===== src/design/memPkg.sv =====
// memory package: address geometry, word type and main memory sizing
`default_nettype none

package memPkg;

	// byte address split into tag, set index and byte offset
	localparam int TAG_W = 5;
	localparam int INDEX_W = 8;
	localparam int OFFSET_W = 3;

	// cache organisation
	localparam int NUM_WAYS = 2;
	localparam int WAY_W = (NUM_WAYS > 1) ? $clog2(NUM_WAYS) : 1;
	localparam int LINE_WORDS = 4;
	localparam int NUM_SETS = 2 ** INDEX_W;

	// main memory, banks interleaved on word address
	localparam int NUM_BANKS = 4;
	localparam int BANK_W = $clog2(NUM_BANKS);
	localparam int ROW_W = TAG_W + INDEX_W + OFFSET_W - 1 - BANK_W;
	localparam int BANK_DEPTH = 2 ** ROW_W;
	localparam int MEM_LAT = 2;

	typedef logic [15:0] wordT;

	typedef struct packed {
		logic [TAG_W-1:0] tag;
		logic [INDEX_W-1:0] index;
		logic [OFFSET_W-1:0] offset;
	} addrT;

endpackage

`default_nettype wire

===== src/design/ctrlPkg.sv =====
// controller package: FSM state encoding and command structs to the ways and memory
`default_nettype none

package ctrlPkg;
	import memPkg::*;

	typedef enum logic [3:0] {
		IDLE,
		COMPARE,
		WRITE_HIT,
		WB,
		FILL_REQ,
		FILL_DRAIN,
		FILL_WRITE,
		DONE_WAIT,
		ERROR
	} ctrlStateT;

	// broadcast to every way, sel picks the target for fill
	typedef struct packed {
		logic lookup;
		logic write;
		logic fill;
		logic [INDEX_W-1:0] index;
		logic [TAG_W-1:0] tag;
		logic [OFFSET_W-1:0] offset;
		wordT data;
		logic [NUM_WAYS-1:0] sel;
	} wayCmdT;

	typedef struct packed {
		logic hit;
		logic valid;
		logic dirty;
		logic [TAG_W-1:0] tagOut;
		wordT data;
	} wayRespT;

	typedef struct packed {
		logic rd;
		logic wr;
		addrT addr;
		wordT data;
	} memCmdT;

endpackage

`default_nettype wire


===== src/design/wayArbiter.sv =====
// way arbiter: merges way responses into hit data and picks a replacement victim
`default_nettype none
`timescale 1ns/1ps

module wayArbiter import memPkg::*, ctrlPkg::*; (
	input wire clk,
	input wire rstN,
	input wire wayRespT resps [NUM_WAYS],
	input wire advance,
	output logic anyHit,
	output wordT hitData,
	output logic [NUM_WAYS-1:0] victimSel,
	output logic victimDirty,
	output logic [TAG_W-1:0] victimTag,
	output wordT victimData
);

	logic [WAY_W-1:0] victimPtr;
	logic [WAY_W-1:0] victimIdx;
	logic [NUM_WAYS-1:0] hitVec;
	logic foundFree;

	// round-robin pointer, moves once per accepted request
	always_ff @(posedge clk or negedge rstN) begin
		if (!rstN)
			victimPtr <= '0;
		else if (advance)
			victimPtr <= (victimPtr == WAY_W'(NUM_WAYS - 1)) ? '0 : victimPtr + 1'b1;
	end

	always_comb begin
		anyHit = 1'b0;
		hitData = '0;
		hitVec = '0;
		foundFree = 1'b0;
		victimIdx = victimPtr;
		for (int i = 0; i < NUM_WAYS; i++) begin
			hitVec[i] = resps[i].hit;
			if (resps[i].hit) begin
				anyHit = 1'b1;
				hitData = resps[i].data;
			end
			// an empty way always wins over the pointer
			if (!resps[i].valid && !foundFree) begin
				foundFree = 1'b1;
				victimIdx = WAY_W'(i);
			end
		end
		victimSel = '0;
		victimSel[victimIdx] = 1'b1;
		victimDirty = resps[victimIdx].valid && resps[victimIdx].dirty;
		victimTag = resps[victimIdx].tagOut;
		victimData = resps[victimIdx].data;
	end

	assert property (@(posedge clk) disable iff (!rstN) $onehot0(hitVec))
		else $error("more than one way hit on the same set");

endmodule

`default_nettype wire


===== config.mk =====
export PLATFORM = sky130hd
export DESIGN_NAME = wayArbiter
export DESIGN_NICKNAME = d
export VERILOG_FILES = /design/src/design/memPkg.sv /design/src/design/ctrlPkg.sv /design/src/design/wayArbiter.sv
export SDC_FILE = /design/constraint.sdc
export NUM_CORES = 1
export LEC_CHECK = 0
export ABC_AREA = 1
export ABC_CLOCK_PERIOD_IN_PS = 930
export BUFFER_PORTS_ARGS = -buffer_cell sky130_fd_sc_hd__buf_4
export CAP_MARGIN = 20
export CELL_PAD_IN_SITES_DETAIL_PLACEMENT = 1
export CELL_PAD_IN_SITES_GLOBAL_PLACEMENT = 2
export CORE_ASPECT_RATIO = 1.1
export CORE_UTILIZATION = 10
export DETAILED_ROUTE_END_ITERATION = 16
export GPL_ROUTABILITY_DRIVEN = 0
export PLACE_DENSITY_LB_ADDON = 0.3
export SKIP_CTS_REPAIR_TIMING = 1
export SKIP_LAST_GASP = 1
export SYNTH_ARGS = -nofsm -noshare
export SYNTH_HDL_FRONTEND = slang
export SYNTH_SLANG_ARGS = --single-unit

===== constraint.sdc =====
create_clock -name clk -period 0.93 [get_ports clk]
set_clock_uncertainty 0.05 [all_clocks]
set_input_delay 0.093 -clock clk [delete_from_list [all_inputs] [get_ports clk]]
set_output_delay 0.093 -clock clk [all_outputs]
set_load 0.02 [all_outputs]

==> results.py, run 1 <==
metrics = {
    "finish": {
        "fin_nets": 288,
        "multi_input_area_um2": 609,
        "fin_util_pct": 27.3,
        "regMostFlops": "victimPtr",
        "num_antenna_cells": 0,
        "drive_above_1_share_pct": 57.9,
        "largestRegisters": "victimPtr x1",
        "seq_area_um2": 25.0,
        "instances_no_fill": 315,
        "final_cell_mix": "buf_4, nand3_1, nand2_1",
        "fillers": 802,
        "largest_reg_flops": 1,
        "area_growth_pct": 161,
        "layout_commonest_cell": "buf_4",
    },
    "timing": {
        "min_period_ns": 1.16,
        "finalSetupTns_ns": -4.80,
        "hold-worst-slack_ns": 0.226,
        "fmax_mhz": 861,
        "finalHoldViolCount": 0,
        "slew_violations": 0,
        "relSlewSlack_pct": 89.1,
        "setup_ws_ns": -0.231,
        "worstMarginPinSlew_ns": 0.164,
        "fin_crit_sh_pct": 125,
        "rsz0062_at_grt": "yes",
        "setup_viol": 25,
    },
    "detailed_routing": {
        "vias_per_cell": 4.13,
        "first_pass_iters": 4,
        "via_count": 1300,
        "antenna_left": 0,
        "routed_wl_um": 4260,
        "drt-wirelength-per-cell_um": 13.5,
        "drc_errors": 0,
        "drt_iter0_markers": 24,
    },
    "floorplan": {
        "die-area_um2": 6790,
        "pin_count": 92,
        "die_height_um": 86.4,
        "fp.coreArea_um2": 6190,
        "rows": 30,
        "initial_core_util_pct": 10.4,
        "die_w_um": 78.7,
    },
    "worst_hold_path": {
        "holdPathEnd": "victimPtr",
        "hp-start": "advance",
        "hp-class": "input pin to flip-flop",
        "hold_path_depth": 2,
    },
    "grt": {
        "antenna_found_initial": 0,
        "grt_pass1_wl_um": 6640,
        "grt_pass1_vias": 1341,
        "grt_max_degree": 22,
        "grt_usage_pct": 11.9,
        "grt_overflow": 0,
    },
    "critical_path": {
        "critPathMaxFanout": 10,
        "rrSetupSlack_ns": -0.05,
        "r2r-end": "victimPtr",
        "crit_type": "flip-flop to output pin",
        "worst-endpoint-required_ns": 0.79,
        "start_kind": "flip-flop",
        "r2r_cells": 3,
        "end_kind": "output pin",
        "r2r_start": "victimPtr",
        "arrival_ns": 1.02,
    },
    "logic_synthesis": {
        "yosysUniqueCellTypes": 10,
        "syn-cell-area_um2": 647,
        "syn_inst": 140,
        "synthesis.nets": 191,
        "ys_warn_count": 0,
        "avgSynthCellArea_um2": 4.62,
        "yosysSeqAreaShare_pct": 3.87,
        "synth.ff_latch_count": 1,
    },
    "placed_design": {
        "io_buffer_count": 91,
        "dpl_worst_slack_ns": -0.219,
        "dp_hpwl_um": 3240,
        "dp.cells": 311,
    },
    "job": {
        "maxCapViolations": 0,
    },
    "power": {
        "internal_power_mw": 1.07,
        "swShare_pct": 50.7,
        "power_frac_seq_pct": 4.4,
        "combPwrFrac_pct": 95.6,
        "p_leak_nw": 0.948,
        "ir_drop_mv": 0.346,
        "clockPowerShare_pct": 0,
        "switchingPower_mw": 1.10,
        "cellPowerDensity_nw_per_um2": 1280,
    },
    "outcome": {
        "violations": "negative setup slack",
        "status": "finished, violations left",
    },
    "clocking": {
        "clk_latency_ns": 0,
        "clk_pin_slew_worst_paths_ns": 0,
    },
}
==> kinds of logic after synthesis <==
family	after synthesis	share of synthesized area, %
and+or+nand+nor	119	80.7
buffers and inverters	18	13.3
DFF	1	3.87
xor gates and xnor gates	1	1.35
AOI/OAI and AO/OA	1	0.773
==> final cells by class <==
class / instances / area share (%)
flip-flops and latches: 1 / 1.48
inverters: 4 / 1.19
multi-input cells: 121 / 36.1
well taps: 80 / 5.93
repair buffers: 109 / 55.3
==> layer usage <==
layer  share of wire [%]  up-vias  global-route usage, %
li1                    -      656                      -
met1                  46      580                   15.7
met2                  45       64                   21.6
met3                 8.6        0                   1.89
met4                   0        0                      0
met5                   0        -                      0
==> worst max-delay path, cell delays in order (launching register included) <==
cell       delay (ns)
dfrtp_1          0.40
inv_2            0.09
nand2_4          0.07
clkbuf_16        0.17
nand3_1          0.08
nand2_2          0.05
buf_4            0.15
==> cell usage after synthesis <==
| master | number | area, um^2 |
|---|---|---|
| a21oi_1 | 1 | 5.00 |
| buf_4 | 2 | 15.0 |
| clkbuf_1 | 3 | 11.3 |
| or2_2 | 1 | 6.26 |
| nand2_1 | 60 | 225 |
| nand3_1 | 58 | 290 |
| buf_2 | 9 | 45.0 |
| inv_1 | 4 | 15.0 |
| xor2_1 | 1 | 8.76 |
| dfrtp_1 | 1 | 25.0 |
==> power by group through the flow <==
| stage | sequential [mW] | combinational, mW | clock, mW |
|---|---|---|---|
| 4_1_cts | 0.0928 | 1.95 | 0 |
| 5_1_grt | 0.0987 | 2.25 | 0 |
| 3_5_place_dp | 0.0919 | 1.94 | 0 |
| 3_3_place_gp | 0.0892 | 1.95 | 0 |
| 2_1_floorplan | 0.0913 | 1.01 | 0 |
| 6_report | 0.0951 | 2.07 | 0 |
==> how the worst max path moves through the flow <==
| stage | slack [ns] | start | cells after the start | endpoint |
|---|---|---|---|---|
| global route | -0.27 | victimPtr | 5 | victimData[7] |
| CTS | -0.23 | victimPtr | 6 | victimData[5] |
| detailed placement | -0.22 | victimPtr | 6 | victimData[5] |
| finish | -0.23 | victimPtr | 6 | victimData[10] |
| global placement | -0.21 | victimPtr | 6 | victimTag[4] |
| floorplan | -0.08 | victimPtr | 5 | victimData[0] |
==> stage by stage <==
stage               total power, mW  cell area [um^2]
floorplan                      1.10               723
global placement               2.03              1600
detailed placement             2.04              1600
CTS                            2.04              1600
global route                   2.35              1690
finish                         2.17              1690
(Power assumes the default switching activity.)
==> run 2, diff against run 1 <==
==> constraint.sdc (replaced) <==
create_clock -name clk -period 0.93 [get_ports clk]
set_clock_uncertainty 0.05 [all_clocks]
set_input_delay 0.093 -clock clk [delete_from_list [all_inputs] [get_ports clk]]
set_output_delay 0.093 -clock clk [all_outputs]
set_load 0.1 [all_outputs]
==> results.py, run 2 (synthesized netlist as in run 1, its figures left out) <==
metrics = {
    "detailed_routing": {
        "drt-wirelength-per-cell_um": 15.1,
        "drt_iter0_markers": 19,
        "via_count": 1363,
        "vias_per_cell": 4.27,
        "routed_wl_um": 4830,
        "drc_errors": 0,
        "antenna_left": 0,
        "first_pass_iters": 4,
    },
    "floorplan": {
        "die-area_um2": 6790,
        "initial_core_util_pct": 10.4,
        "pin_count": 92,
        "die_height_um": 86.4,
        "rows": 30,
        "fp.coreArea_um2": 6190,
        "die_w_um": 78.7,
    },
    "grt": {
        "met2_usage_pct": 22.0,
        "grt_pass1_wl_um": 6820,
        "met1_usage_pct": 16.2,
        "grt_usage_pct": 12.1,
        "grt_overflow": 0,
        "grt_use_met3_pct": 1.16,
        "grt_most_used_layer": "met2",
        "antenna_found_initial": 0,
        "grt_max_degree": 18,
        "grt_pass1_vias": 1356,
    },
    "critical_path": {
        "r2r_cells": 2,
        "r2r-end": "victimPtr",
        "worst-endpoint-required_ns": 0.79,
        "r2r_start": "victimPtr",
        "rrSetupSlack_ns": 0.06,
        "critPathMaxFanout": 10,
        "crit_start": "victimPtr",
        "start_kind": "flip-flop",
        "end_kind": "output pin",
        "crit_type": "flip-flop to output pin",
        "crit_path_end": "victimData[4]",
        "arrival_ns": 1.08,
    },
    "finish": {
        "layout_commonest_cell": "buf_4",
        "final_cell_mix": "buf_4, buf_12, nand3_1",
        "area_growth_pct": 330,
        "instances_no_fill": 319,
        "fin_util_pct": 44.9,
        "fin_nets": 292,
        "drive_above_1_share_pct": 79.1,
        "largest_reg_flops": 1,
        "largestRegisters": "victimPtr x1",
        "regMostFlops": "victimPtr",
        "num_antenna_cells": 0,
    },
    "placed_design": {
        "dp_hpwl_um": 3440,
        "dp.cells": 312,
        "io_buffer_count": 91,
    },
    "outcome": {
        "violations": "negative setup slack",
        "status": "finished, violations left",
    },
    "power": {
        "cellPowerDensity_nw_per_um2": 1830,
        "ir_drop_mv": 1.18,
        "p_leak_nw": 1.23,
    },
    "clocking": {
        "clk_latency_ns": 0,
        "clk_pin_slew_worst_paths_ns": 0,
    },
    "timing": {
        "rsz0062_at_grt": "yes",
        "fmax_mhz": 814,
        "relSlewSlack_pct": 86.6,
        "min_period_ns": 1.23,
        "setup_ws_ns": -0.298,
        "finalHoldViolCount": 0,
        "slew_violations": 0,
        "fin_crit_sh_pct": 132,
        "worstMarginPinSlew_ns": 0.201,
        "setup_viol": 24,
    },
    "worst_hold_path": {
        "hp-class": "input pin to flip-flop",
        "hp-start": "advance",
        "hold_path_depth": 2,
    },
    "job": {
        "maxCapViolations": 0,
    },
}
[run 2: cell count changes in the layout (fill, tap and decap cells not counted), sizes merged]
cell	change
buf	+6
clkbuf	-2
clkinv	+1
clkinvlp	+1
inv	-2
[run 2: cell type report]
class	count	area (um^2)
fillers	675	3410
inverters	4	31.3
multi-input cells	121	1180
flip-flops and latches	1	25.0
well taps	80	100
repair buffers	113	1440
[run 2: power breakdown]
group	switching (mW)	total (mW)	leakage, nW	internal (mW)
Sequential	0.0240	0.0910	0.0117	0.0670
Clock	0	0	0	0
Combinational	3.17	5.00	1.22	1.83
Total	3.20	5.09	1.23	1.89
[run 2: routing by layer]
metal | vias to the layer above | part of all wire (%)
met1 | 635 | 41
met5 | - | 0
li1 | 665 | -
met3 | 0 | 6.2
met2 | 63 | 53
met4 | 0 | 0
[run 2: worst min-delay path by stage]
stage	end	slack [ns]
2_1_floorplan	victimPtr	-0.25
3_3_place_gp	victimPtr	-0.18
3_5_place_dp	victimPtr	-0.18
4_1_cts	victimPtr	-0.18
5_1_grt	victimPtr	0.26
6_report	victimPtr	0.23
[run 2: worst max-delay path, stage by stage (launching register included)]
cell and delay, ns:
dfrtp_1 0.39, nand2_2 0.13, buf_12 0.16, nand3_1 0.13
nand2_4 0.11, buf_12 0.17
[run 2: through the flow]
step           total power [mW]  instance area [um^2]  TNS (ns)  hold slack [ns]  setup slack [ns]
2_1_floorplan              3.14                  1190     -6.75           -0.253            -0.310
3_3_place_gp               4.02                  2020    -11.00           -0.177            -0.397
3_5_place_dp               4.03                  2020    -11.44           -0.177            -0.406
4_1_cts                    4.04                  2020    -11.37           -0.178            -0.402
5_1_grt                    5.27                  2780     -7.62            0.257            -0.352
6_report                   5.09                  2780     -6.36            0.235            -0.298
==> run 3, diff against run 2 <==
--- a/config.mk
+++ b/config.mk
@@ -6,7 +6,7 @@
 export NUM_CORES = 1
 export LEC_CHECK = 0
 export ABC_AREA = 1
-export ABC_CLOCK_PERIOD_IN_PS = 930
+export ABC_CLOCK_PERIOD_IN_PS = 1150
 export BUFFER_PORTS_ARGS = -buffer_cell sky130_fd_sc_hd__buf_4
 export CAP_MARGIN = 20
 export CELL_PAD_IN_SITES_DETAIL_PLACEMENT = 1
@@ -16,6 +16,7 @@
 export DETAILED_ROUTE_END_ITERATION = 16
 export GPL_ROUTABILITY_DRIVEN = 0
 export PLACE_DENSITY_LB_ADDON = 0.3
+export SETUP_SLACK_MARGIN = 0.2
 export SKIP_CTS_REPAIR_TIMING = 1
 export SKIP_LAST_GASP = 1
 export SYNTH_ARGS = -nofsm -noshare
==> constraint.sdc (replaced) <==
create_clock -name clk -period 1.15 [get_ports clk]
set_clock_uncertainty 0.05 [all_clocks]
set_input_delay 0.115 -clock clk [delete_from_list [all_inputs] [get_ports clk]]
set_output_delay 0.115 -clock clk [all_outputs]
set_load 0.1 [all_outputs]
==> results.py, run 3 (synthesized netlist as in run 1, its figures left out) <==
metrics = {
    "floorplan": {
        "die_height_um": 86.4,
        "die_w_um": 78.7,
        "pin_count": 92,
        "rows": 30,
        "initial_core_util_pct": 10.4,
        "fp.coreArea_um2": 6190,
        "die-area_um2": 6790,
    },
    "finish": {
        "area_growth_pct": 343,
        "instances_no_fill": 321,
        "largestRegisters": "victimPtr x1",
        "fin_nets": 294,
        "final_cell_mix": "buf_4, buf_12, nand2_4",
        "layout_commonest_cell": "buf_4",
        "num_antenna_cells": 0,
        "drive_above_1_share_pct": 85.1,
        "fin_util_pct": 46.2,
        "largest_reg_flops": 1,
        "regMostFlops": "victimPtr",
    },
    "grt": {
        "grt_pass1_wl_um": 6910,
        "grt_usage_pct": 12.4,
        "grt_overflow": 0,
        "grt_max_degree": 14,
        "grt_pass1_vias": 1473,
        "antenna_found_initial": 0,
    },
    "placed_design": {
        "dp_hpwl_um": 3640,
        "io_buffer_count": 91,
        "dpl_worst_slack_ns": -0.255,
        "dp.cells": 315,
    },
    "power": {
        "ir_drop_mv": 0.831,
        "p_leak_nw": 1.27,
        "total_power_mw": 4.18,
        "cellPowerDensity_nw_per_um2": 1460,
    },
    "timing": {
        "relSlewSlack_pct": 87.9,
        "setup_viol": 23,
        "worstMarginPinSlew_ns": 0.182,
        "min_period_ns": 1.25,
        "slew_violations": 0,
        "rsz0062_at_grt": "yes",
        "setup_ws_ns": -0.101,
        "finalHoldViolCount": 0,
        "fmax_mhz": 800,
        "fin_crit_sh_pct": 109,
        "finalSetupTns_ns": -1.64,
    },
    "clocking": {
        "clk_latency_ns": 0,
        "clk_pin_slew_worst_paths_ns": 0,
    },
    "detailed_routing": {
        "first_pass_iters": 3,
        "antenna_left": 0,
        "drc_errors": 0,
        "routed_wl_um": 4830,
        "drt_iter0_markers": 10,
        "via_count": 1389,
        "vias_per_cell": 4.33,
        "drt-wirelength-per-cell_um": 15.1,
    },
    "critical_path": {
        "end_kind": "output pin",
        "critPathMostFrequentCell": "buf_12",
        "r2r_start": "victimPtr",
        "r2r_cells": 3,
        "cp_slowest_cell": "dfrtp_1",
        "arrival_ns": 1.09,
        "start_kind": "flip-flop",
        "critPathMaxFanout": 9,
        "crit_path_end": "victimData[1]",
        "crit_chain": "nand2_2 -> buf_12 -> nand3_1 -> nand2_4 -> buf_12",
        "r2r-end": "victimPtr",
        "crit_start": "victimPtr",
        "worst-endpoint-required_ns": 0.99,
        "crit_type": "flip-flop to output pin",
        "slowest_delay_ns": 0.39,
        "rrSetupSlack_ns": 0.16,
    },
    "worst_hold_path": {
        "hold_path_depth": 2,
        "hp-class": "input pin to flip-flop",
    },
    "outcome": {
        "violations": "negative setup slack",
        "status": "finished, violations left",
    },
    "job": {
        "maxCapViolations": 0,
    },
}
-- run 3: changes by cell type in the layout (fill, tap and decap cells not counted), sizes merged --
cell  before  now
buf      112  114
-- run 3: per-stage QoR --
step	instance area (um^2)	hold WS, ns
after detailed placement	2130	-0.157
after global placement	2130	-0.157
after CTS	2130	-0.157
after floorplan	1250	-0.231
final	2860	0.260
after global routing	2860	0.279
-- run 3: worst max-delay path: cells and delay by family (launching register included) --
family | cells | cell delay, ns
flops | 1 | 0.39
buf+inv | 2 | 0.32
simple gates | 3 | 0.37
-- run 3: report_power, final --
| group | leakage, nW | switching (mW) | internal (mW) |
|---|---|---|---|
| sequential | 0.0117 | 0.0213 | 0.0542 |
| combinational | 1.26 | 2.57 | 1.53 |
| clock | 0 | 0 | 0 |
-- run 3: area by class of cell --
cell class                 instances  area, um^2
sequential                         1        25.0
tap                               80         100
timing repair buffer             115        1500
inverter                           4        31.3
fill                             685        3330
multi-input combinational        121        1210
-- run 3: metal layers --
metal | GRT usage [%] | routed length (um) | vias to the layer above
met5 | 0 | 0 | -
met1 | 15.8 | 1980 | 654
li1 | - | - | 666
met3 | 1.79 | 370 | 2
met4 | 1.01 | 31 | 0
met2 | 22.6 | 2450 | 67
-- run 3: how the worst min path moves through the flow --
stage	startpoint	to
floorplan	rstN	victimPtr
global placement	rstN	victimPtr
detailed placement	rstN	victimPtr
CTS	rstN	victimPtr
global route	advance	victimPtr
finish	advance	victimPtr
