`config.mk`:
```
export PLATFORM = sky130hd
export DESIGN_NAME = cacheCtrl
export DESIGN_NICKNAME = d
export VERILOG_FILES = /design/src/design/memPkg.sv /design/src/design/ctrlPkg.sv /design/src/design/cacheCtrl.sv
export SDC_FILE = /design/constraint.sdc
export NUM_CORES = 1
export LEC_CHECK = 0
export ABC_AREA = 1
export ABC_CLOCK_PERIOD_IN_PS = 2200
export BUFFER_PORTS_ARGS = -buffer_cell sky130_fd_sc_hd__buf_2
export CAP_MARGIN = 20
export CORE_ASPECT_RATIO = 1.4
export CORE_MARGIN = 1
export CORE_UTILIZATION = 35
export DETAILED_ROUTE_END_ITERATION = 8
export GPL_TIMING_DRIVEN = 0
export HOLD_SLACK_MARGIN = 0.06
export PLACE_DENSITY = 0.76
export REMOVE_ABC_BUFFERS = 1
export SLEW_MARGIN = 20
export SYNTH_ARGS = -nofsm -noshare
export SYNTH_HDL_FRONTEND = slang
export SYNTH_SLANG_ARGS = --single-unit
```
`constraint.sdc`:
```
create_clock -name clk -period 2.2 [get_ports clk]
set_input_delay 0.11 -clock clk [delete_from_list [all_inputs] [get_ports clk]]
set_output_delay 0.11 -clock clk [all_outputs]
set_load 0.01 [all_outputs]
```
`src/design/memPkg.sv`:
```
// memory package: address geometry, word type and main memory sizing
`default_nettype none

package memPkg;

	// byte address split into tag, set index and byte offset
	localparam int TAG_W = 5;
	localparam int INDEX_W = 8;
	localparam int OFFSET_W = 3;

	// cache organisation
	localparam int NUM_WAYS = 2;
	localparam int WAY_W = (NUM_WAYS > 1) ? $clog2(NUM_WAYS) : 1;
	localparam int LINE_WORDS = 4;
	localparam int NUM_SETS = 2 ** INDEX_W;

	// main memory, banks interleaved on word address
	localparam int NUM_BANKS = 4;
	localparam int BANK_W = $clog2(NUM_BANKS);
	localparam int ROW_W = TAG_W + INDEX_W + OFFSET_W - 1 - BANK_W;
	localparam int BANK_DEPTH = 2 ** ROW_W;
	localparam int MEM_LAT = 2;

	typedef logic [15:0] wordT;

	typedef struct packed {
		logic [TAG_W-1:0] tag;
		logic [INDEX_W-1:0] index;
		logic [OFFSET_W-1:0] offset;
	} addrT;

endpackage

`default_nettype wire
```
`src/design/ctrlPkg.sv`:
```
// controller package: FSM state encoding and command structs to the ways and memory
`default_nettype none

package ctrlPkg;
	import memPkg::*;

	typedef enum logic [3:0] {
		IDLE,
		COMPARE,
		WRITE_HIT,
		WB,
		FILL_REQ,
		FILL_DRAIN,
		FILL_WRITE,
		DONE_WAIT,
		ERROR
	} ctrlStateT;

	// broadcast to every way, sel picks the target for fill
	typedef struct packed {
		logic lookup;
		logic write;
		logic fill;
		logic [INDEX_W-1:0] index;
		logic [TAG_W-1:0] tag;
		logic [OFFSET_W-1:0] offset;
		wordT data;
		logic [NUM_WAYS-1:0] sel;
	} wayCmdT;

	typedef struct packed {
		logic hit;
		logic valid;
		logic dirty;
		logic [TAG_W-1:0] tagOut;
		wordT data;
	} wayRespT;

	typedef struct packed {
		logic rd;
		logic wr;
		addrT addr;
		wordT data;
	} memCmdT;

endpackage

`default_nettype wire

```
`src/design/cacheCtrl.sv`:
```
// cache controller: request FSM for lookup, write-back, refill and completion
`default_nettype none
`timescale 1ns/1ps

module cacheCtrl import memPkg::*, ctrlPkg::*; (
	input wire clk,
	input wire rstN,
	input wire addrT Addr,
	input wire wordT DataIn,
	input wire Rd,
	input wire Wr,
	input wire anyHit,
	input wire wordT hitData,
	input wire [NUM_WAYS-1:0] victimSel,
	input wire victimDirty,
	input wire [TAG_W-1:0] victimTag,
	input wire wordT victimData,
	input wire wordT rdData,
	input wire rdValid,
	input wire memErr,
	output wayCmdT wayCmd,
	output memCmdT memCmd,
	output logic advance,
	output wordT DataOut,
	output logic Done,
	output logic Stall,
	output logic CacheHit,
	output logic err
);

	ctrlStateT state;
	ctrlStateT nextState;
	addrT reqAddr;
	wordT reqData;
	logic reqWr;
	logic memFault;
	logic [NUM_WAYS-1:0] vicSel;
	logic [TAG_W-1:0] vicTag;
	logic [OFFSET_W-2:0] reqCnt;
	logic [OFFSET_W-2:0] fillCnt;
	logic badReq;
	logic reqLast;
	logic fillLast;

	// conflicting strobes or an unaligned word address
	assign badReq = (Rd && Wr) || Addr.offset[0];
	assign reqLast = (reqCnt == (OFFSET_W-1)'(LINE_WORDS - 1));
	assign fillLast = (fillCnt == (OFFSET_W-1)'(LINE_WORDS - 1));

	always_comb begin
		nextState = state;
		wayCmd = '0;
		wayCmd.index = reqAddr.index;
		wayCmd.tag = reqAddr.tag;
		wayCmd.offset = reqAddr.offset;
		wayCmd.data = reqData;
		wayCmd.sel = vicSel;
		memCmd = '0;
		advance = 1'b0;
		DataOut = '0;
		Done = 1'b0;
		Stall = 1'b0;
		CacheHit = 1'b0;
		err = 1'b0;
		case (state)
			IDLE: begin
				if (Rd || Wr) begin
					nextState = badReq ? ERROR : COMPARE;
					advance = !badReq;
				end
			end
			COMPARE: begin
				wayCmd.lookup = 1'b1;
				if (anyHit && !reqWr) begin
					Done = 1'b1;
					CacheHit = 1'b1;
					DataOut = hitData;
					nextState = IDLE;
				end else if (anyHit) begin
					wayCmd.write = 1'b1;
					Stall = 1'b1;
					nextState = WRITE_HIT;
				end else begin
					Stall = 1'b1;
					nextState = victimDirty ? WB : FILL_REQ;
				end
			end
			WRITE_HIT: begin
				Done = 1'b1;
				CacheHit = 1'b1;
				nextState = IDLE;
			end
			WB: begin
				// victim line goes out one word per cycle
				Stall = 1'b1;
				wayCmd.offset = {reqCnt, 1'b0};
				memCmd.wr = 1'b1;
				memCmd.addr = '{tag: vicTag, index: reqAddr.index, offset: {reqCnt, 1'b0}};
				memCmd.data = victimData;
				if (reqLast)
					nextState = FILL_REQ;
			end
			FILL_REQ: begin
				Stall = 1'b1;
				memCmd.rd = 1'b1;
				memCmd.addr = '{tag: reqAddr.tag, index: reqAddr.index, offset: {reqCnt, 1'b0}};
				if (reqLast)
					nextState = FILL_DRAIN;
			end
			FILL_DRAIN: begin
				Stall = 1'b1;
				if (rdValid && fillLast)
					nextState = reqWr ? FILL_WRITE : DONE_WAIT;
			end
			FILL_WRITE: begin
				Stall = 1'b1;
				wayCmd.lookup = 1'b1;
				wayCmd.write = 1'b1;
				nextState = DONE_WAIT;
			end
			DONE_WAIT: begin
				wayCmd.lookup = 1'b1;
				Done = 1'b1;
				err = memFault;
				DataOut = reqWr ? '0 : hitData;
				nextState = IDLE;
			end
			ERROR: begin
				Done = 1'b1;
				err = 1'b1;
				nextState = IDLE;
			end
			default: nextState = IDLE;
		endcase
		// returning words go straight into the chosen way
		if (rdValid && (state == FILL_REQ || state == FILL_DRAIN)) begin
			wayCmd.fill = 1'b1;
			wayCmd.offset = {fillCnt, 1'b0};
			wayCmd.data = rdData;
		end
	end

	always_ff @(posedge clk or negedge rstN) begin
		if (!rstN) begin
			state <= IDLE;
			reqWr <= 1'b0;
			memFault <= 1'b0;
			vicSel <= '0;
			reqCnt <= '0;
			fillCnt <= '0;
		end else begin
			state <= nextState;
			if (state == IDLE) begin
				reqWr <= Wr;
				memFault <= 1'b0;
			end else if (memErr) begin
				memFault <= 1'b1;
			end
			// victim is frozen here for the rest of the miss
			if (state == COMPARE) begin
				vicSel <= victimSel;
				reqCnt <= '0;
				fillCnt <= '0;
			end
			if (state == WB || state == FILL_REQ)
				reqCnt <= reqCnt + 1'b1;
			if (wayCmd.fill)
				fillCnt <= fillCnt + 1'b1;
		end
	end

	always_ff @(posedge clk) begin
		if (state == IDLE) begin
			reqAddr <= Addr;
			reqData <= DataIn;
		end
		if (state == COMPARE)
			vicTag <= victimTag;
	end

	// the drain count relies on every refill read coming back on time
	assert property (@(posedge clk) disable iff (!rstN) memCmd.rd |-> ##MEM_LAT rdValid)
		else $error("refill read data did not return after MEM_LAT cycles");

endmodule

`default_nettype wire

```
==> results.sh, run 1 <==
export IMPL_overflow=0
export IMPL_grt_pass1_wl_microns=11500
export IMPL_pin_count=187
export IMPL_crit_chain="inv_1, nand2_4, nor2_2, nand2_1, a21oi_1, buf_2"
export IMPL_end_kind="output pin"
export IMPL_place_gp_congestion=0.896
export IMPL_grt_start_max_net_pins=24
export IMPL_crit_type="flop to output pin"
export IMPL_rsz0062_at_grt="no"
export IMPL_synth_area_top_cells="edfxtp_1, nand2_1, dfrtp_1"
export IMPL_fmax_ghz=0.494
export IMPL_yosysUniqueCellTypes=25
export IMPL_fin_crit_sh_pct=92.0
export IMPL_r2r_end="state[3]"
export IMPL_ff2ff_setup_slack_ps=320
export IMPL_fin_skew_ps=5.65
export IMPL_post_route_drc_count=0
export IMPL_grt_usage_pct=19.0
export IMPL_worst_slew_pin_slew_ps=544
export IMPL_coreArea_sq_um=7310
export IMPL_numPortBuffers=185
export IMPL_synth_commonest_cells="nand2_1, nor2_1, inv_1, edfxtp_1, buf_4"
export IMPL_ys_flop_type="edfxtp_1"
export IMPL_worstPathArrival_ps=1910
export IMPL_vdd_drop_max_mv=0.798
export IMPL_timing_final_max_slew_violations=0
export IMPL_fin_cells=638
export IMPL_crit_fanout=10
export IMPL_maxSlewHeadroom_pct=63.6
export IMPL_dp_hpwl_microns=5070
export IMPL_post_drt_wl_per_cell_microns=11.6
export IMPL_placedCellCount=580
export IMPL_grt_pass1_vias=2706
export IMPL_rows=37
export IMPL_hp_class="input pin to asynchronous set/reset pin"
export IMPL_via_per_inst=4.42
export IMPL_cts_buffers=5
export IMPL_cp_required_ps=2090
export IMPL_yosysSeqAreaShare_pct=53.8
export IMPL_cts_tree="yes"
export IMPL_reg2regPathDepth=7
export IMPL_finalInstanceArea_sq_um=4150
export IMPL_power_density_nw_per_um2=1060
export IMPL_synth_seq_cells=49
export IMPL_die_area_sq_um=7840
export IMPL_synthCells=319
export IMPL_cts_sinks=49
export IMPL_cts_clk_slew_worst_paths_ps=80
export IMPL_final_nets=637
export IMPL_syn_area_sq_um=2620
export IMPL_syn_avg_cell_area_sq_um=8.22
export IMPL_maxCapViolCount=0
export IMPL_cts_htree_levels=2
export IMPL_yosys_warnings=0
export IMPL_status="complete, no violations"
export IMPL_final_hold_viol_count=0
export IMPL_start_kind="flop"
export IMPL_yosysTopAreaCell="edfxtp_1"
export IMPL_die_x_microns=75.1
export IMPL_insertion_delay_ps=300
export IMPL_post_route_min_period_ps=2020
export IMPL_cpPeakStageDelay_ps=410
export IMPL_r2r_start="state[0]"
export IMPL_async_flop_share_pct=24.5
export IMPL_area_growth_syn_to_layout_pct=58.3
export IMPL_yosysTopAreaCellShare_pct=42.4
export IMPL_place_area_sq_um=3520
export IMPL_synth_edf_count=37
export IMPL_post_route_util_pct=56.7
export IMPL_layout_drive_gt1_share_pct=39.6
export IMPL_total_power_w=0.00439
export IMPL_num_vias=2820
export IMPL_dr_pass1_iters=6
export IMPL_drt_wl_total_microns=7400
export IMPL_setup_viol=0
export IMPL_antennaDiodeCount=0
export IMPL_leakage_nw=2.37
export IMPL_start_util_pct=35.8
export IMPL_ant_nets=0
export IMPL_antenna_found_initial=0
export IMPL_synth_most_common_cell="nand2_1"
export IMPL_clockBufferDepth=2
export IMPL_cts_root_buf="clkbuf_8"
export IMPL_slowest_stage="nor2_2"
export IMPL_die_height_microns=104
export IMPL_drt_iter0_drc=79
## critical path: cells and delay by family (launching register included)
| kind | cells | cell delay (ps) |
|---|---|---|
| flip-flops | 1 | 400 |
| buffers and inverters | 2 | 330 |
| AND/OR/NAND/NOR | 3 | 680 |
| AO/OA/AOI/OAI | 1 | 200 |
## final cells by class
cell class / instances / area (sq um)
Fill cell: 641 / 3170
Timing Repair Buffer: 233 / 1420
Sequential cell: 49 / 1410
Multi-Input combinational cell: 193 / 886
Inverter: 57 / 219
Tap cell: 97 / 121
Clock buffer: 6 / 72.6
Clock inverter: 2 / 15.0
Timing Repair inverter: 1 / 7.51
## power by group
part | switching, W | internal [W] | leakage, nW | total [W]
clock | 0.000289 | 0.000224 | 0.0374 | 0.000513
sequential | 0.000180 | 0.00150 | 0.511 | 0.00168
combinational | 0.00136 | 0.000835 | 1.82 | 0.00219
## worst max-delay path by stage
stage / from / to / slack, ps / cells after the start
after CTS: state[3] / memCmd[18] / 70 / 6
after floorplan: state[2] / wayCmd[19] / 240 / 6
after global placement: state[2] / wayCmd[19] / -370 / 7
after detailed placement: state[2] / wayCmd[19] / -360 / 7
final: state[2] / wayCmd[19] / 180 / 6
after global routing: state[2] / wayCmd[19] / 20 / 6
## timing repair
item | in CTS | in global routing
cloned | 2 | 0
gates resized for setup | 5 | 4
hold buffers | 42 | 0
pin swaps | 1 | 1
endpoints found under the setup margin | 34 | 28
hold endpoints to repair | 53 | 0
setup buffers | 1 | 5
## registers in the layout, indices dropped and copies added, names as in the netlist, 2 cells and up
register,cells
vicSel,2
reqAddr,3
reqCnt,2
reqData,16
fillCnt,2
wayCmd,13
state,4
vicTag,5
## routing by layer
layer,track usage (%),share of wire [%],wire length (microns)
met1,19.3,36,2670
met2,36.0,53,3920
met3,4.65,8.7,643
met4,6.61,2.1,156
met5,0,0,0
## cells by family after synthesis
| family | Yosys count | share of synthesized area, % |
|---|---|---|
| AOI/OAI and AO/OA | 20 | 4.96 |
| adders and majority gates | 2 | 0.955 |
| buffers and inverters | 78 | 13.7 |
| DFF | 49 | 53.8 |
| other | 1 | 0.143 |
| and+or+nand+nor | 169 | 26.4 |
## stage by stage
step / worst slack [ps] / hold slack [ps] / setup TNS [ps]
2_1_floorplan: 238 / -186 / 0
3_3_place_gp: -368 / 5.80 / -4110
3_5_place_dp: -363 / 7.55 / -4650
4_1_cts: 74.0 / 220 / 0
5_1_grt: 16.0 / 242 / 0
6_report: 177 / 218 / 0
## layout by cell type, fill, tap and decap left out, types with 2 or more instances in the layout
cell type,instances
a21oi_1,5
a22o_1,5
buf_12,2
buf_2,185
buf_4,4
clkbuf_8,5
clkinvlp_4,4
dfrtp_1,12
dlygate4sd3_1,42
edfxtp_1,37
ha_1,2
inv_1,54
nand2_1,92
nand2_4,3
nand3_1,10
nor2_1,56
nor2_4,4
o21ai_0,6
o31ai_1,2
Note: power is estimated with default switching activity, not from simulation.
==> run 2: changes to the inputs <==
Settings changed: ABC_AREA 1 to 0, PLACE_DENSITY 0.76 to 0.75.
==> run 2 against run 1 <==
  * Sequential share of layout area is 0.98 points lower
  * Largest cell class unchanged
  * Sequential power up 7%
  * Setup slack got worse by 170 ps
  * Count of clock-buffer cells in the layout increased by 1
  * Cell count fell by 13%
  * Combinational power up 16%
  * Global-route usage down 0.70 points
  * Register-to-register slack worse by 80 ps
==> results.sh, run 2 <==
export IMPL_grt_pass1_vias=2537
export IMPL_cts_tree="yes"
export IMPL_rows=37
export IMPL_syn_avg_cell_area_sq_um=11.8
export IMPL_coreArea_sq_um=7500
export IMPL_layout_setup_ws_ps=4.35
export IMPL_cts_sinks=49
export IMPL_post_route_drc_count=0
export IMPL_via_per_inst=4.65
export IMPL_async_flop_share_pct=24.5
export IMPL_synth_mux_area_fraction_pct=8.53
export IMPL_crit_type="flop to output pin"
export IMPL_largest_register="reqData"
export IMPL_cts_buffers=5
export IMPL_syn_area_sq_um=2760
export IMPL_reg2regPathDepth=5
export IMPL_synth_seq_cells=49
export IMPL_r2r_start="state[3]"
export IMPL_worstPathArrival_ps=2090
export IMPL_die_height_microns=107
export IMPL_synth_compound_area_share_pct=8.99
export IMPL_maxCapViolCount=0
export IMPL_worst_path_buf_inv=2
export IMPL_pin_count=187
export IMPL_routed_wl_met3_microns=544
export IMPL_end_kind="output pin"
export IMPL_slowest_stage="dfrtp_4"
export IMPL_yosys_area_share_simple_pct=21.4
export IMPL_power_density_nw_per_um2=1120
export IMPL_cts_clk_slew_worst_paths_ps=90
export IMPL_r2r_end="state[0]"
export IMPL_status="complete, no violations"
export IMPL_grt_pass1_wl_microns=11600
export IMPL_largest_reg_flops=16
export IMPL_fill_cells=636
export IMPL_synth_commonest_cells="and2_1, edfxtp_1, buf_4, nand2_1, nor2_1"
export IMPL_place_ws_ps=-599
export IMPL_routed_wl_met2_microns=4270
export IMPL_num_vias=2590
export IMPL_ant_nets=0
export IMPL_worstSetupEndpoint="wayCmd[19]"
export IMPL_fin_crit_sh_pct=99.8
export IMPL_synth_adder_area_share_pct=0.908
export IMPL_final_cell_mix="buf_2, and2_1, dlygate4sd3_1, edfxtp_1, nand2_1"
export IMPL_fin_tns_setup_ps=0
export IMPL_leakage_nw=2.09
export IMPL_drt_wl_total_microns=7820
export IMPL_dr_pass1_iters=4
export IMPL_synth_xor_area_share_pct=0
export IMPL_synth_top_family_by_area="simple AND/OR/NAND/NOR gates"
export IMPL_grt_start_max_net_pins=25
export IMPL_synth_edf_count=37
export IMPL_yosysTopAreaCell="edfxtp_1"
export IMPL_place_area_sq_um=3610
export IMPL_area_growth_syn_to_layout_pct=56.6
export IMPL_cpMostUsedCell="buf_6"
export IMPL_layout_drive_gt1_share_pct=51.7
export IMPL_cpPeakStageDelay_ps=510
export IMPL_final_hold_viol_count=0
export IMPL_cts_root_buf="clkbuf_8"
export IMPL_numPortBuffers=185
export IMPL_synth_most_common_cell="and2_1"
export IMPL_start_kind="flop"
export IMPL_antennaDiodeCount=0
export IMPL_die_x_microns=77
export IMPL_yosysUniqueCellTypes=47
export IMPL_cp_top_family="multiplexers"
export IMPL_final_nets=556
export IMPL_cp_depth=5
export IMPL_synthCells=234
export IMPL_rsz0062_at_grt="yes"
export IMPL_fmax_ghz=0.455
export IMPL_overflow=0
export IMPL_place_gp_congestion=0.828
export IMPL_start_util_pct=36.8
export IMPL_m1WireLength_microns=2900
export IMPL_clockBufferDepth=2
export IMPL_yosys_warnings=0
export IMPL_ys_flop_type="edfxtp_1"
export IMPL_hp_class="input pin to flop"
export IMPL_insertion_delay_ps=300
export IMPL_ff2ff_setup_slack_ps=240
export IMPL_routed_top_layer="met4"
export IMPL_antenna_found_initial=0
export IMPL_post_route_min_period_ps=2200
export IMPL_fin_skew_ps=5.71
export IMPL_dp_hpwl_microns=5050
export IMPL_worst_slew_pin_slew_ps=650
export IMPL_yosysTopAreaCellShare_pct=40.3
export IMPL_crit_start="state[2]"
export IMPL_cts_htree_levels=2
export IMPL_vdd_drop_max_mv=0.492
export IMPL_final_common_cell="buf_2"
export IMPL_setup_viol=0
export IMPL_cp_required_ps=2090
export IMPL_finalInstanceArea_sq_um=4320
export IMPL_synth_area_top_cells="edfxtp_1, dfrtp_1, and2_1"
export IMPL_grt_usage_pct=18.3
export IMPL_drt_iter0_drc=188
export IMPL_crit_fanout=5
export IMPL_timing_final_max_slew_violations=0
export IMPL_maxSlewHeadroom_pct=56.6
export IMPL_post_drt_wl_per_cell_microns=14.0
export IMPL_yosysSeqAreaShare_pct=51.2
export IMPL_die_area_sq_um=8240
export IMPL_crit_chain="buf_6, nor4bb_4, mux2_4, mux2_2, buf_6"
==> run 2: changes by cell type after synthesis, sizes merged, moves of 10 or more <==
cell   change
nand2     -78
inv       -52
nor2      -46
and2      +42
mux2      +20
buf       +10
==> run 2: worst min path at each step <==
stage | start | to | cells past startpoint | slack [ps]
CTS | Wr | reqWr | 2 | 90
global placement | rstN | reqWr | 1 | 9
detailed placement | rstN | state[3] | 1 | 20
floorplan | rstN | fillCnt[0] | 0 | -190
global route | Wr | reqWr | 2 | 100
finish | Wr | reqWr | 2 | 100
==> run 2: layer usage <==
metal  global-route usage, %  vias up
met5                       0        -
met2                    36.0      140
li1                        -     1260
met3                    4.43        9
met4                    7.14        0
met1                    18.1     1181
==> run 2: repair_timing <==
action / CTS / global route
endpoints found under the setup margin: 76 / 28
pin swaps: 5 / 3
gates cloned: 1 / 1
hold buffers: 41 / 0
resized for setup: 11 / 8
setup buffers: 5 / 12
endpoints found under the hold margin: 52 / 0
==> run 2: layout make-up <==
type / count / area [sq um] / area share [%]
repair buffers: 246 / 1520 / 35.3
well taps: 97 / 121 / 2.81
clock buffers: 7 / 76.3 / 1.77
flip-flops and latches: 49 / 1430 / 33.0
multi-input cells: 153 / 1150 / 26.6
clock inverters: 1 / 7.51 / 0.174
inverters: 4 / 15.0 / 0.348
==> run 2: report_power, final <==
part / leakage (nW) / total, W / internal (W) / switching [W]
Sequential: 0.497 / 0.00179 / 0.00150 / 0.000287
Clock: 0.0385 / 0.000518 / 0.000225 / 0.000292
Combinational: 1.55 / 0.00254 / 0.00123 / 0.00131
==> run 2: cells by family (layout without fill, tap and decap cells) <==
logic type / after synthesis / in the layout
multiplexers: 21 / 21
adder cells (fa/ha/maj): 2 / 2
buffers and inverters: 34 / 258
flip-flops: 49 / 49
other: 1 / 1
AND/OR/NAND/NOR: 95 / 97
AO/OA/AOI/OAI: 32 / 32
==> run 2: through the flow <==
| step | hold WS (ps) | cells | utilization, % | total power (W) |
|---|---|---|---|---|
| 5_1_grt | 95.8 | 557 | 57.6 | 0.00518 |
| 3_3_place_gp | 8.73 | 486 | 47.7 | 0.00383 |
| 2_1_floorplan | -186 | 204 | - | 0.00303 |
| 4_1_cts | 85.5 | 544 | 55.8 | 0.00466 |
| 3_5_place_dp | 16.1 | 489 | 48.1 | 0.00394 |
| 6_report | 95.6 | 557 | 57.6 | 0.00484 |
